[src/verilog/jag_io_defs.svh]
`ifndef JAG_IO_DEFS_SVH
`define JAG_IO_DEFS_SVH

// Serial EEPROM geometry, 93C46 in 16 bit mode
`define JAG_EE_AW      6           // Word address bits
`define JAG_EE_DW      16          // Word width
`define JAG_EE_ERASED  16'hffff    // Erased cell reads back as ones

// Audio
`define JAG_AUD_W      16          // Bits kept per I2S channel

// sys_clk cycles per video clock period
`define JAG_CE_PHASES  4

`endif
[src/verilog/jag_aud_pkg.sv]
`include "jag_io_defs.svh"

package jag_aud_pkg;

	// I2S lines from the sound source
	typedef struct packed {
		logic sck;                         // Bit clock
		logic ws;                          // Word select, low is left
		logic sd;                          // Serial data, MSB first
	} i2s_pins_t;

	// One stereo sample
	typedef struct packed {
		logic [`JAG_AUD_W-1:0] left;
		logic [`JAG_AUD_W-1:0] right;
	} aud_sample_t;

endpackage

[src/verilog/jag_ee_pkg.sv]
`include "jag_io_defs.svh"

package jag_ee_pkg;

	// Host side GPIO lines into the part
	typedef struct packed {
		logic cs;                          // Chip select, high active
		logic sk;                          // Serial clock
		logic di;                          // Serial data in
	} ee_pins_t;

	// Decoded instruction
	typedef enum logic [2:0] {
		EE_NONE  = 3'd0,
		EE_READ  = 3'd1,
		EE_WRITE = 3'd2,
		EE_ERASE = 3'd3,
		EE_EWEN  = 3'd4,
		EE_EWDS  = 3'd5,
		EE_ERAL  = 3'd6,
		EE_WRAL  = 3'd7
	} ee_op_t;

	// Bit 2 set marks the internal write sequence
	typedef enum logic [2:0] {
		ST_IDLE     = 3'b000,
		ST_DATA     = 3'b001,
		ST_READ     = 3'b010,
		ST_WR_BEGIN = 3'b100,
		ST_WR_WRITE = 3'b101,
		ST_WR_LOOP  = 3'b110,
		ST_WR_END   = 3'b111
	} ee_state_t;

	// Write port into the cell array
	typedef struct packed {
		logic                  we;
		logic [`JAG_EE_AW-1:0] addr;
		logic [`JAG_EE_DW-1:0] data;
	} ee_wr_t;

endpackage

[src/verilog/jag_io_top.sv]
`timescale 1ns/100ps
`include "jag_io_defs.svh"

module jag_io_top (
	input  logic                     sys_clk,
	input  logic                     xresetl,
	input  jag_ee_pkg::ee_pins_t     ee_pins_i,    // EEPROM cs, sk, di
	output logic                     ee_do_o,
	input  jag_aud_pkg::i2s_pins_t   i2s_i,
	output jag_aud_pkg::aud_sample_t aud_o,
	output logic                     xvclk_ce_o,
	output logic                     tlw_o,
	output logic                     vid_ce_o
);

	import jag_ee_pkg::*;
	import jag_aud_pkg::*;

	ee_wr_t                ee_wr;          // Controller to array
	logic [`JAG_EE_AW-1:0] ee_rd_addr;
	logic [`JAG_EE_DW-1:0] ee_rd_data;

	jag_clk_en jag_clk_en_i (
		.sys_clk    (sys_clk),
		.xresetl    (xresetl),
		.xvclk_ce_o (xvclk_ce_o),
		.tlw_o      (tlw_o),
		.vid_ce_o   (vid_ce_o)
	);

	jag_ee_ctrl jag_ee_ctrl_i (
		.sys_clk   (sys_clk),
		.xresetl   (xresetl),
		.pins_i    (ee_pins_i),
		.wr_o      (ee_wr),
		.rd_addr_o (ee_rd_addr),
		.rd_data_i (ee_rd_data),
		.do_o      (ee_do_o)
	);

	jag_ee_array jag_ee_array_i (
		.sys_clk   (sys_clk),
		.wr_i      (ee_wr),
		.rd_addr_i (ee_rd_addr),
		.rd_data_o (ee_rd_data)
	);

	jag_i2s_rx jag_i2s_rx_i (
		.sys_clk (sys_clk),
		.xresetl (xresetl),
		.i2s_i   (i2s_i),
		.aud_o   (aud_o)
	);

endmodule

[src/verilog/jag_i2s_rx.sv]
`timescale 1ns/100ps
`include "jag_io_defs.svh"

module jag_i2s_rx (
	input  logic                     sys_clk,
	input  logic                     xresetl,
	input  jag_aud_pkg::i2s_pins_t   i2s_i,
	output jag_aud_pkg::aud_sample_t aud_o
);

	import jag_aud_pkg::*;

	aud_sample_t bufs;                     // Frame being assembled
	aud_sample_t aud_q;                    // Last complete frame

	logic                            sck_q;
	logic                            ws_q;         // ws at last falling edge
	logic                            side;         // 0 left, 1 right
	logic                            ws_next;      // ws change pending
	logic [$clog2(`JAG_AUD_W):0]     cnt;          // Top bit set means word full
	logic [$clog2(`JAG_AUD_W)-1:0]   bit_idx;
	logic                            sck_fall;
	logic                            sck_rise;

	assign sck_fall = ~i2s_i.sck & sck_q;
	assign sck_rise = i2s_i.sck & ~sck_q;
	assign bit_idx  = ~cnt[$clog2(`JAG_AUD_W)-1:0];   // MSB lands first

	always_ff @(posedge sys_clk) begin
		if (!xresetl) begin
			sck_q   <= i2s_i.sck;
			ws_q    <= i2s_i.ws;
			side    <= i2s_i.ws;
			ws_next <= 1'b0;
			cnt     <= '0;
			bufs    <= '0;
			aud_q   <= '0;
		end else begin
			sck_q <= i2s_i.sck;

			// Capture on falling sck
			if (sck_fall) begin
				if (!cnt[$clog2(`JAG_AUD_W)]) begin   // Drop overflow bits
					cnt <= cnt + 1;
					if (side)
						bufs.right[bit_idx] <= i2s_i.sd;
					else
						bufs.left[bit_idx]  <= i2s_i.sd;
				end
				ws_q <= i2s_i.ws;
				if (ws_q != i2s_i.ws)
					ws_next <= 1'b1;
			end

			// Channel switch one rising edge later
			if (sck_rise && ws_next) begin
				cnt     <= '0;
				side    <= ws_q;
				ws_next <= 1'b0;
				if (!ws_q) begin                       // New frame starts on left
					aud_q <= bufs;
					bufs  <= '0;
				end
			end
		end
	end

	assign aud_o = aud_q;

endmodule

[src/verilog/jag_ee_ctrl.sv]
`timescale 1ns/100ps
`include "jag_io_defs.svh"

module jag_ee_ctrl (
	input  logic                  sys_clk,
	input  logic                  xresetl,
	input  jag_ee_pkg::ee_pins_t  pins_i,
	output jag_ee_pkg::ee_wr_t    wr_o,
	output logic [`JAG_EE_AW-1:0] rd_addr_o,
	input  logic [`JAG_EE_DW-1:0] rd_data_i,
	output logic                  do_o
);

	import jag_ee_pkg::*;

	ee_state_t state;
	ee_op_t    cmd_q;                      // Command being executed
	ee_op_t    op_dec;

	logic                            sk_q;
	logic                            ewen;            // Erase/write enable latch
	logic                            do_q;
	logic [$clog2(`JAG_EE_DW)-1:0]  cnt;             // Data bit count
	logic [`JAG_EE_AW+2:0]          ir;              // Start, opcode, address
	logic [`JAG_EE_AW+2:0]          ir_next;
	logic [`JAG_EE_DW-1:0]          dr;              // Data shift register
	logic [`JAG_EE_AW-1:0]          wr_addr;
	logic [`JAG_EE_DW-1:0]          wr_data;
	logic                            wr_loop;         // Sweep all words
	logic                            sk_rise;
	logic                            wr_busy;
	logic                            cmd_done;
	logic                            bulk;
	logic                            erase;

	assign sk_rise  = pins_i.sk & ~sk_q;
	assign ir_next  = {ir[`JAG_EE_AW+1:0], pins_i.di};
	assign wr_busy  = state[2];                       // Any WR_* state
	assign cmd_done = pins_i.cs && sk_rise && (state == ST_IDLE) && ir[`JAG_EE_AW+1];
	assign bulk     = (cmd_q == EE_ERAL) || (cmd_q == EE_WRAL);
	assign erase    = (cmd_q == EE_ERASE) || (cmd_q == EE_ERAL);

	// Opcode from the word as it will be after this shift
	always_comb begin
		case (ir_next[`JAG_EE_AW+1 -: 2])
			2'b10:   op_dec = EE_READ;
			2'b01:   op_dec = EE_WRITE;
			2'b11:   op_dec = EE_ERASE;
			default: begin
				// Extended opcodes live in the top address bits
				case (ir_next[`JAG_EE_AW-1 -: 2])
					2'b11:   op_dec = EE_EWEN;
					2'b00:   op_dec = EE_EWDS;
					2'b10:   op_dec = EE_ERAL;
					default: op_dec = EE_WRAL;
				endcase
			end
		endcase
	end

	always_ff @(posedge sys_clk) begin
		if (!xresetl) begin
			sk_q    <= 1'b0;
			state   <= ST_IDLE;
			cmd_q   <= EE_NONE;
			cnt     <= '0;
			ir      <= '0;
			do_q    <= 1'b1;
			ewen    <= 1'b0;
			wr_addr <= '0;
			wr_loop <= 1'b0;
		end else begin
			sk_q <= pins_i.sk;
			if (!pins_i.cs) begin
				// Deselect aborts everything
				state   <= ST_IDLE;
				cmd_q   <= EE_NONE;
				cnt     <= '0;
				ir      <= '0;
				do_q    <= 1'b1;
				wr_loop <= 1'b0;
			end else if (wr_busy) begin
				case (state)
					ST_WR_BEGIN: begin
						do_q    <= 1'b0;                  // Busy
						wr_addr <= bulk ? '0 : ir[`JAG_EE_AW-1:0];
						wr_loop <= bulk;
						state   <= ST_WR_WRITE;
					end
					ST_WR_WRITE: state <= ST_WR_LOOP;     // Array strobe here
					ST_WR_LOOP: begin
						if (!wr_loop || (&wr_addr)) begin
							state <= ST_WR_END;
						end else begin
							wr_addr <= wr_addr + 1;
							state   <= ST_WR_WRITE;
						end
					end
					default: begin
						do_q    <= 1'b1;                  // Ready
						state   <= ST_IDLE;
						cmd_q   <= EE_NONE;
						ir      <= '0;
						wr_loop <= 1'b0;
					end
				endcase
			end else if (sk_rise) begin
				case (state)
					ST_IDLE: begin
						ir <= ir_next;
						if (ir[`JAG_EE_AW+1]) begin        // Ninth bit completes it
							cmd_q <= op_dec;
							case (op_dec)
								EE_READ: begin
									do_q  <= 1'b0;       // Dummy bit
									state <= ST_READ;
								end
								EE_WRITE, EE_WRAL: state <= ST_DATA;
								EE_ERASE, EE_ERAL: state <= ST_WR_BEGIN;
								EE_EWEN: begin
									ewen <= 1'b1;
									ir   <= '0;
								end
								EE_EWDS: begin
									ewen <= 1'b0;
									ir   <= '0;
								end
								default: ir <= '0;
							endcase
						end
					end
					ST_DATA: begin
						cnt <= cnt + 1;
						if (cnt == '1)
							state <= ST_WR_BEGIN;              // 16th data bit in
					end
					ST_READ: do_q <= dr[`JAG_EE_DW-1];        // MSB first
					default: ;
				endcase
			end
		end
	end

	// Data path, no reset
	always_ff @(posedge sys_clk) begin
		if (cmd_done && (op_dec == EE_READ))
			dr <= rd_data_i;
		else if (pins_i.cs && sk_rise && (state == ST_DATA))
			dr <= {dr[`JAG_EE_DW-2:0], pins_i.di};
		else if (pins_i.cs && sk_rise && (state == ST_READ))
			dr <= {dr[`JAG_EE_DW-2:0], 1'b0};
		if (state == ST_WR_BEGIN)
			wr_data <= erase ? `JAG_EE_ERASED : dr;
	end

	assign rd_addr_o = ir_next[`JAG_EE_AW-1:0];   // Address of a completing READ
	assign wr_o      = '{we: ewen && (state == ST_WR_WRITE), addr: wr_addr, data: wr_data};
	assign do_o      = do_q;

endmodule

[src/verilog/jag_ee_array.sv]
`timescale 1ns/100ps
`include "jag_io_defs.svh"

module jag_ee_array (
	input  logic                  sys_clk,
	input  jag_ee_pkg::ee_wr_t    wr_i,
	input  logic [`JAG_EE_AW-1:0] rd_addr_i,
	output logic [`JAG_EE_DW-1:0] rd_data_o
);

	import jag_ee_pkg::*;

	ee_wr_t wr;                            // Local copy of the write port

	// Cell contents undefined at power up
	logic [`JAG_EE_DW-1:0] mem [0:(1 << `JAG_EE_AW)-1];

	assign wr = wr_i;

	always_ff @(posedge sys_clk) begin
		if (wr.we)
			mem[wr.addr] <= wr.data;       // One word per strobe
	end

	// Read is combinational so READ loads the shifter on the command edge
	assign rd_data_o = mem[rd_addr_i];

endmodule

[src/verilog/jag_clk_en.sv]
`timescale 1ns/100ps
`include "jag_io_defs.svh"

module jag_clk_en (
	input  logic sys_clk,
	input  logic xresetl,
	output logic xvclk_ce_o,               // Video clock enable
	output logic tlw_o,                    // Transparent latch write
	output logic vid_ce_o                  // Half rate video / CPU enable
);

	logic [$clog2(`JAG_CE_PHASES)-1:0] phase;
	logic xvclk_q;
	logic tlw_q;
	logic div_tog;                         // Extra divide by two

	// xvclk lands on phase 0, tlw on the last phase
	always_ff @(posedge sys_clk) begin
		if (!xresetl) begin
			phase   <= '0;
			xvclk_q <= 1'b0;
			tlw_q   <= 1'b0;
			div_tog <= 1'b0;
		end else begin
			if (phase == `JAG_CE_PHASES - 1)
				phase <= '0;
			else
				phase <= phase + 1;
			xvclk_q <= (phase == 0);
			tlw_q   <= (phase == `JAG_CE_PHASES - 1);   // Trails xvclk by 3
			if (tlw_q)
				div_tog <= ~div_tog;       // Low on first xvclk after reset
		end
	end

	assign xvclk_ce_o = xvclk_q;
	assign tlw_o      = tlw_q;
	assign vid_ce_o   = xvclk_q & div_tog; // Every second xvclk

endmodule

[config.mk]
export PLATFORM = sky130hd
export DESIGN_NAME = jag_io_top
export DESIGN_NICKNAME = d
export VERILOG_FILES = /design/src/verilog/jag_aud_pkg.sv /design/src/verilog/jag_ee_pkg.sv /design/src/verilog/jag_io_top.sv /design/src/verilog/jag_i2s_rx.sv /design/src/verilog/jag_ee_ctrl.sv /design/src/verilog/jag_ee_array.sv /design/src/verilog/jag_clk_en.sv
export VERILOG_INCLUDE_DIRS = /design/src /design/src/verilog
export SDC_FILE = /design/constraint.sdc
export NUM_CORES = 1
export LEC_CHECK = 0
export BUFFER_PORTS_ARGS = -buffer_cell sky130_fd_sc_hd__buf_2
export CORE_AREA = 2 2 258 514
export DETAILED_ROUTE_END_ITERATION = 8
export DIE_AREA = 0 0 260 516
export PLACE_DENSITY = 0.58
export REMOVE_ABC_BUFFERS = 1
export SETUP_SLACK_MARGIN = 0.1
export SLEW_MARGIN = 20
export SYNTH_ARGS = -nofsm -noshare
export SYNTH_HDL_FRONTEND = slang
export SYNTH_SLANG_ARGS = --single-unit
export TNS_END_PERCENT = 100
[constraint.sdc]
create_clock -name sys_clk -period 3.5 [get_ports sys_clk]
set_input_delay 0.7 -clock sys_clk [delete_from_list [all_inputs] [get_ports sys_clk]]
set_output_delay 0.7 -clock sys_clk [all_outputs]
set_load 0.1 [all_outputs]
==> results.cfg, run 1 <==
[place]
hpwl_um = 80950
place.gp.congestion = 0.9109
post_dp_cell_area_um2 = 48780
post-place-cells = 4312
place.port_buffers = 43

[outcome]
status = finished, final reports clean

[power_and_ir_drop]
vdd_ir_drop_max_mv = 0.3916
clockPowerShare = 0.411
power.switching_mw = 5.238
pwr-share-seq = 0.567
power_frac_comb = 0.022
p_int_mw = 21.05
p_leak_nw = 16.85
swShare = 0.1993
powerDensity_nw_per_um2 = 506.3

[critical_path]
crit_fanout = 10
r2r-start = jag_ee_ctrl_i.ir[0]$_SDFFE_PN0P_
critical_path.top_delay_family = simple AND/OR/NAND/NOR gates
cp_data_required_time_ps = 3950
cp-startpoint = jag_ee_ctrl_i.ir[0]$_SDFFE_PN0P_
arrival_ps = 3690
slowest_delay_ps = 960
crit_top_cell = nand3_1
path_buf_inv = 1
crit_slowest_cell = dfxtp_1
end_kind = flop
critical_path_class = reg2reg
crit_chain = buf_4 > mux4_2 > nor4b_1 > nor4_1 > nand3_1 > nand3_1
setup.worst_path.start_class = flop

[clock_tree]
cts_root_buffer = clkbuf_16
cts_sinks = 1162
h-tree-depth = 3
clk_latency_ps = 710
ctsResizeCount = 0
clock_path_buffers = 3
cts_tree = yes
cts_hold_buf = 0
numCtsBuffers = 92
post_cts_buffers = 0
clkTransAtPathRegs_ps = 70

[floorplanning]
io-pin-count = 44
die_y_um = 516
core.rowCount = 187
core_area_um2 = 129900
die_area_um2 = 134200
fp.dieW_um = 260
start_util = 0.3484

[synth]
synthDistinctLibCells = 62
avgSynthCellArea_um2 = 18.03
synth_top_cell_area_share = 0.7022
yosys-top-cells-count = edfxtp_1, mux2i_1, mux4_2, nand2_1, nor2_1
ys_seq_elements = 1162
synth_edf_count = 1058
yosysSeqAreaShare = 0.7482
netlist_area_um2 = 45250
synth.most_common_cell = edfxtp_1
syn_inst = 2509
yosysTopAreaCell = edfxtp_1
yosys_warnings = 0
async_reset_ff_frac = 0
ys_top_cells_by_area = edfxtp_1, mux4_2, mux2i_1
ys.flop_type = edfxtp_1

[sta]
finalSetupViolCount = 0
fin_worst_skew_ps = 22.27
slew_headroom = 0.2538
rsz0062_at_grt = no
finalCriticalPeriod_ps = 3241
hold_viol_final = 0
fin_crit_sh = 0.9259
slew_viol_final = 0
tightestPinTransition_ps = 1104
fmax_mhz = 308.6

[finish]
final_cells = 4487
n_fill_cell = 11563
layout-drive-gt1-share = 0.2075
fin_area_um2 = 51920
final_util = 0.3999
nets = 2725
area_delta_synth_final_pct = 14.76

[drt]
drt_first_iter_violations = 2209
route.detailed.drc = 0
via_count = 23876
ant_nets = 0
drt-total-wl_um = 122400
first_pass_iters = 8
wire_per_inst_um = 27.28
vias_per_cell = 5.321

[global_route]
grt_antenna_before_repair = 2
grt_overflow = 0
grt_usage = 0.1828
grt_first_pass_wirelength_um = 174600
grt_pass1_vias = 24772
grt_max_degree = 88

[worst_hold_path]
min-delay-start = i2s_i[2]
hp-class = in2reg

[run]
maxCapViolCount = 0
[cell usage in the layout, fill, tap and decap left out, drive strengths merged, types with 3 or more instances in the layout]
master,n
bufinv,11
o21ai,40
dfxtp,104
nand2b,20
inv,17
or2,3
and2,16
or4,15
clkinv,33
nand3b,5
a221oi,16
nand4,9
and3,9
clkbuf,115
xor2,6
o22ai,15
nor2,118
mux2i,246
ha,10
nor2b,28
nand2,139
nand3,29
nor3b,7
edfxtp,1058
clkinvlp,9
buf,253
a21oi,113
nor4b,5
nor3,6
nor4,4
xnor2,3
mux4,166
a211oi,15
a22oi,114
a31oi,6
[path summary, 6_finish.rpt]
| path | to | depth (start not counted) | slack, ps |
|---|---|---|---|
| worst max-delay path | jag_ee_ctrl_i.dr[0]$_DFFE_PP_ | 6 | 260 |
| worst min-delay path | jag_i2s_rx_i.sck_q$_DFF_P_ | 1 | 190 |
| worst max register to register | jag_ee_ctrl_i.dr[0]$_DFFE_PP_ | 6 | 260 |
| worst min register to register | jag_i2s_rx_i.aud_o[19]$_SDFFE_PN0P_ | 2 | 450 |
[metrics by stage]
step	worst slack, ps	hold WS [ps]	setup TNS [ps]	power (mW)
detailed placement	-24.73	444.8	-24.73	15.80
finish	259.4	193.4	0	26.29
floorplan	-1548	429.4	-28600	15.51
global placement	-63.86	437.5	-63.86	15.80
global route	362.3	191.9	0	26.98
CTS	355.8	145.7	0	26.50
[state kept, by name (all words and copies together), names as in the netlist, 2 cells and up]
register / count
jag_i2s_rx_i.aud_o: 32
jag_ee_ctrl_i.dr: 16
jag_ee_ctrl_i.ir: 8
jag_i2s_rx_i.bufs: 32
jag_ee_ctrl_i.cnt: 4
jag_clk_en_i.phase: 2
jag_i2s_rx_i.cnt: 5
jag_ee_ctrl_i.wr_data: 16
jag_ee_ctrl_i.cmd_q: 3
jag_ee_array_i.mem: 1024
jag_ee_ctrl_i.wr_addr: 6
jag_ee_ctrl_i.state: 3
[cells by family after synthesis]
kind of cell / count (synthesis) / share of synthesized area
xor+xnor: 9 / 0.001742
simple gates: 420 / 0.04524
fa+ha+maj: 10 / 0.002765
flops: 1162 / 0.7482
compound gates: 333 / 0.04704
mux: 413 / 0.1373
buf+inv: 162 / 0.01773
[power groups by stage]
stage	Sequential, mW	Combinational [mW]	Clock, mW
floorplan	15.2	0.273	0
global placement	15.2	0.574	0
detailed placement	15.2	0.581	0
CTS	14.9	0.582	11.0
global route	14.9	0.606	11.5
finish	14.9	0.571	10.8
[metal layers]
metal  global-route usage  share of wire  up-vias
met5                    0              0        -
met4               0.1412          0.084        0
met3              0.02202          0.041      260
met2               0.3414           0.54      758
met1               0.1812           0.33    12469
li1                     -              -    10389
[cell type report]
class	instances	area, um^2	share of cell area
repair buffers	253	2167	0.04174
well taps	1701	2128	0.04099
multi-input cells	1185	10620	0.2046
flip-flops and latches	1162	33860	0.6522
diodes	1	2.502	0.00004819
clock buffers	115	2482	0.04781
inverters	13	48.80	0.0009398
clock inverters	57	608.1	0.01171
(Power assumes the default switching activity.)
==> run 2: changes to the inputs <==
==> constraint.sdc (replaced) <==
create_clock -name sys_clk -period 3.8 [get_ports sys_clk]
set_input_delay 0.76 -clock sys_clk [delete_from_list [all_inputs] [get_ports sys_clk]]
set_output_delay 0.76 -clock sys_clk [all_outputs]
set_load 0.1 [all_outputs]
==> run 2 against run 1 <==
  * Die area stayed put
  * First-iteration DRC count is 7.2% lower
  * Maximum frequency is 1.9% lower
  * Clock skew is 10 ps higher
  * Non-clock buffer count is 28 lower
  * Global-route usage is 0.078 points lower
  * Critical path depth stayed put
  * Sequential power is 8% lower
  * Clock-buffer cell count is 9 lower
  * Worst setup slack better by 240 ps
  * Register-to-register slack better by 240 ps
  * Critical path type unchanged
  * Largest cell class unchanged
  * Highest routed layer is now met5
==> results.cfg, run 2 (same netlist as run 1, synthesis figures left out) <==
[finish]
largest_register_ffs = 1024
mostFrequentLayoutCells = edfxtp_1, mux2i_1, mux4_2, buf_4, nand2_1
area_delta_synth_final_pct = 14.66
layout_commonest_cell = edfxtp_1
nets = 2702
largest-register = jag_ee_array_i.mem
layout-drive-gt1-share = 0.2043
final_util = 0.3995

[global_route]
grt_first_pass_wirelength_um = 174900
grt_overflow = 0
grt_pass1_vias = 24732
grt_max_degree = 65
grt_usage = 0.1820
grt_antenna_before_repair = 4

[critical_path]
cp_data_required_time_ps = 4240
slowest_delay_ps = 810
path_buf_inv = 1
end_kind = flop
r2r-start = jag_ee_ctrl_i.ir[3]$_SDFFE_PN0P_
setup.worst_path.start_class = flop
crit_chain = buf_4 > mux4_2 > mux2i_1 > o21ai_1 > a221oi_1 > o21ai_1
critical_path_class = reg2reg
critical_path.top_delay_family = multiplexers
cp-startpoint = jag_ee_ctrl_i.ir[3]$_SDFFE_PN0P_
crit_fanout = 40
arrival_ps = 3750
crit_top_cell = o21ai_1
crit_slowest_cell = dfxtp_4

[drt]
wire_per_inst_um = 27.37
route.detailed.drc = 0
first_pass_iters = 8
ant_nets = 0
drt-total-wl_um = 122300
via_count = 24103
drt_first_iter_violations = 2051
vias_per_cell = 5.395

[power_and_ir_drop]
power_mw = 24.87
p_leak_nw = 16.83
vdd_ir_drop_max_mv = 0.3284
powerDensity_nw_per_um2 = 479.4

[sta]
hold_viol_final = 0
fmax_mhz = 302.6
fin_crit_sh = 0.8695
setup_slack_ps = 495.8
setup_tns_ps = 0
finalCriticalPeriod_ps = 3304
finalSetupViolCount = 0
tightestPinTransition_ps = 1071
fin_worst_skew_ps = 32.61
slew_viol_final = 0
rsz0062_at_grt = no
slew_headroom = 0.2840

[worst_hold_path]
hp-class = in2reg
min-delay-start = i2s_i[2]

[run]
maxCapViolCount = 0

[clock_tree]
cts_sinks = 1162
numCtsBuffers = 97
ctsResizeCount = 0
clkTransAtPathRegs_ps = 70
cts_tree = yes
cts_hold_buf = 0
cts_root_buffer = clkbuf_16
clk_latency_ps = 730
post_cts_buffers = 0
clock_path_buffers = 3
h-tree-depth = 3

[place]
place.port_buffers = 43
place.gp.congestion = 0.8467
pre_cts_ws_ps = -1.756
hpwl_um = 78870

[floorplanning]
start_util = 0.3484
fp.dieW_um = 260
die_y_um = 516
core.rowCount = 187
core_area_um2 = 129900
io-pin-count = 44
die_area_um2 = 134200

[outcome]
status = finished, final reports clean
## run 2: metal layers
layer  track usage  routed length, um  share of wire  vias to the layer above
met4        0.1157               8161          0.067                        2
li1              -                  -              -                    10329
met1        0.1840              40800           0.33                    12783
met3       0.02138               5061          0.041                      227
met5             0                 12       0.000098                        -
met2        0.3479              68260           0.56                      762
## run 2: final cells by class
| type | count | area (um^2) |
|---|---|---|
| clock inverters | 75 | 902.1 |
| multi-input cells | 1185 | 10620 |
| fillers | 11587 | 77980 |
| inverters | 13 | 48.80 |
| flip-flops and latches | 1162 | 33860 |
| clock buffers | 106 | 2471 |
| repair buffers | 225 | 1844 |
| diodes | 1 | 2.502 |
| well taps | 1701 | 2128 |
## run 2: path summary, 6_finish.rpt
path                                          to  slack, ps  cells past startpoint
max               jag_ee_ctrl_i.dr[15]$_DFFE_PP_        500                      6
min                   jag_i2s_rx_i.sck_q$_DFF_P_        240                      1
max reg2reg       jag_ee_ctrl_i.dr[15]$_DFFE_PP_        500                      6
min reg2reg  jag_i2s_rx_i.aud_o[25]$_SDFFE_PN0P_        450                      2
## run 2: through the flow
step / hold slack (ps) / cells / cell area [um^2]
floorplan: 429.4 / 2360 / 44490
global placement: 438.1 / 4284 / 48470
detailed placement: 444.3 / 4286 / 48500
CTS: 179.2 / 4467 / 51870
global route: 236.8 / 4468 / 51880
finish: 237.6 / 4468 / 51880
## run 2: where the power goes
part           switching, mW  internal (mW)
logic                  0.281          0.235
registers             0.0117           13.7
clock network           4.76           5.86
total                   5.05           19.8
==> run 3: changes to the inputs <==
--- a/config.mk
+++ b/config.mk
@@ -7,10 +7,12 @@
 export NUM_CORES = 1
 export LEC_CHECK = 0
 export BUFFER_PORTS_ARGS = -buffer_cell sky130_fd_sc_hd__buf_2
+export CAP_MARGIN = 20
 export CORE_AREA = 2 2 258 514
 export DETAILED_ROUTE_END_ITERATION = 8
 export DIE_AREA = 0 0 260 516
 export PLACE_DENSITY = 0.58
+export RECOVER_POWER = 25
 export REMOVE_ABC_BUFFERS = 1
 export SETUP_SLACK_MARGIN = 0.1
 export SLEW_MARGIN = 20
==> run 3 against run 2 <==
  * The flow now finishes with violations (capacitance limit, slew limit)
  * Global-route usage stayed put
  * Non-clock buffer count rose by 1
  * Routed wire length about the same
  * Die area stayed put
  * Cell area down 0.16%
  * Clock-buffer cell count stayed put
  * Critical path type unchanged
==> results.cfg, run 3 (same netlist as run 1, synthesis figures left out) <==
[sta]
finalCriticalPeriod_ps = 3295
fin_crit_sh = 0.8670
fin_worst_skew_ps = 32.38
slew_viol_final = 569
fmax_mhz = 303.5
tightestPinTransition_ps = 3195
slew_headroom = -1.130
hold_slack_ps = 272.9
hold_viol_final = 0
finalSetupViolCount = 0
rsz0062_at_grt = no

[place]
hpwl_um = 78870
place.port_buffers = 43
place.gp.congestion = 0.8467
post_dp_cell_area_um2 = 48500

[critical_path]
critical_path.top_delay_family = buffers and inverters
cp_data_required_time_ps = 3850
crit_slowest_cell = clkbuf_1
setup.worst_path.start_class = flop
end_kind = flop
path_buf_inv = 1
crit_chain = clkbuf_1
reg2regPathDepth = 1
critical_path_class = reg2reg
crit_fanout = 64
r2r-start = jag_ee_ctrl_i.wr_data[2]$_SDFFCE_PP1P_
arrival_ps = 3340
reg2reg_setup_slack_ps = 510
rr_endpoint = jag_ee_array_i.mem[52][2]$_DFFE_PP_
slowest_delay_ps = 2240

[finish]
largest-register = jag_ee_array_i.mem
largest_register_ffs = 1024
fin_area_um2 = 51800
layout_commonest_cell = edfxtp_1
nets = 2703
mostFrequentLayoutCells = edfxtp_1, mux2i_1, mux4_2, buf_4, nand2_1
layout-drive-gt1-share = 0.1991
area_delta_synth_final_pct = 14.48

[clock_tree]
cts_tree = yes
cts_sinks = 1162
clk_latency_ps = 730
cts_root_buffer = clkbuf_16
clock_path_buffers = 3
cts_hold_buf = 0
clkTransAtPathRegs_ps = 80
ctsResizeCount = 0
h-tree-depth = 3
post_cts_buffers = 0
numCtsBuffers = 97

[worst_hold_path]
min-delay-start = i2s_i[2]
hp-class = in2reg
hold_depth = 1
hold_end = jag_i2s_rx_i.sck_q$_DFF_P_

[drt]
via_count = 24177
first_pass_iters = 5
vias_per_cell = 5.410
drt_first_iter_violations = 2009
route.detailed.drc = 0
drt-total-wl_um = 122200
wire_per_inst_um = 27.35
ant_nets = 0

[power_and_ir_drop]
vdd_ir_drop_max_mv = 0.3326
powerDensity_nw_per_um2 = 480.3
p_leak_nw = 16.77

[global_route]
grt_first_pass_wirelength_um = 174900
grt_pass1_vias = 24732
grt_usage = 0.1820
grt_antenna_before_repair = 4
grt_max_degree = 65
grt_overflow = 0

[floorplanning]
die_area_um2 = 134200
fp.dieW_um = 260
die_y_um = 516
core_area_um2 = 129900
core.rowCount = 187
io-pin-count = 44
start_util = 0.3484

[run]
maxCapViolCount = 13

[outcome]
status = finished, violations left
violations = capacitance limit, slew limit
-- run 3: metal layers --
| layer | vias to the layer above | global-route usage | share of wire |
|---|---|---|---|
| li1 | 10326 | - | - |
| met3 | 240 | 0.02138 | 0.043 |
| met2 | 824 | 0.3479 | 0.56 |
| met5 | - | 0 | 0.000098 |
| met1 | 12785 | 0.1840 | 0.33 |
| met4 | 2 | 0.1157 | 0.068 |
-- run 3: where the power goes --
group / switching (mW) / internal [mW] / leakage, nW / total [mW]
Sequential: 0.0119 / 13.7 / 10.3 / 13.7
Combinational: 0.282 / 0.236 / 4.79 / 0.518
Clock: 4.76 / 5.86 / 1.63 / 10.6
Total: 5.05 / 19.8 / 16.8 / 24.9
-- run 3: worst max path at each step --
stage                                           startpoint                                   to  slack (ps)  depth (start not counted)
floorplan                 jag_ee_ctrl_i.ir[3]$_SDFFE_PN0P_       jag_ee_ctrl_i.dr[14]$_DFFE_PP_       -1250                          5
detailed placement                            ee_pins_i[0]       jag_ee_ctrl_i.dr[15]$_DFFE_PP_          -2                          7
finish              jag_ee_ctrl_i.wr_data[2]$_SDFFCE_PP1P_  jag_ee_array_i.mem[52][2]$_DFFE_PP_         510                          1
CTS                       jag_ee_ctrl_i.ir[3]$_SDFFE_PN0P_       jag_ee_ctrl_i.dr[15]$_DFFE_PP_         410                          6
global placement                              ee_pins_i[0]       jag_ee_ctrl_i.dr[15]$_DFFE_PP_         -20                          7
global route        jag_ee_ctrl_i.wr_data[2]$_SDFFCE_PP1P_  jag_ee_array_i.mem[36][2]$_DFFE_PP_         360                          1
-- run 3: through the flow --
stage	cells	total power, mW	utilization	TNS, ps	worst slack, ps
after CTS	4467	25.08	0.3995	0	408.6
after detailed placement	4286	14.55	0.3735	-1.756	-1.756
after floorplan	2360	14.29	-	-20790	-1248
after global placement	4284	14.54	0.3733	-19.42	-19.42
final	4469	24.88	0.3989	0	505.5
after global routing	4469	25.51	0.3989	0	357.8
-- run 3: layout make-up --
cell class	count	area, um^2
Timing Repair Buffer	226	1763
Clock buffer	106	2471
Fill cell	11602	78060
Inverter	13	48.80
Sequential cell	1162	33860
Antenna cell	1	2.502
Clock inverter	75	902.1
Multi-Input combinational cell	1185	10620
Tap cell	1701	2128
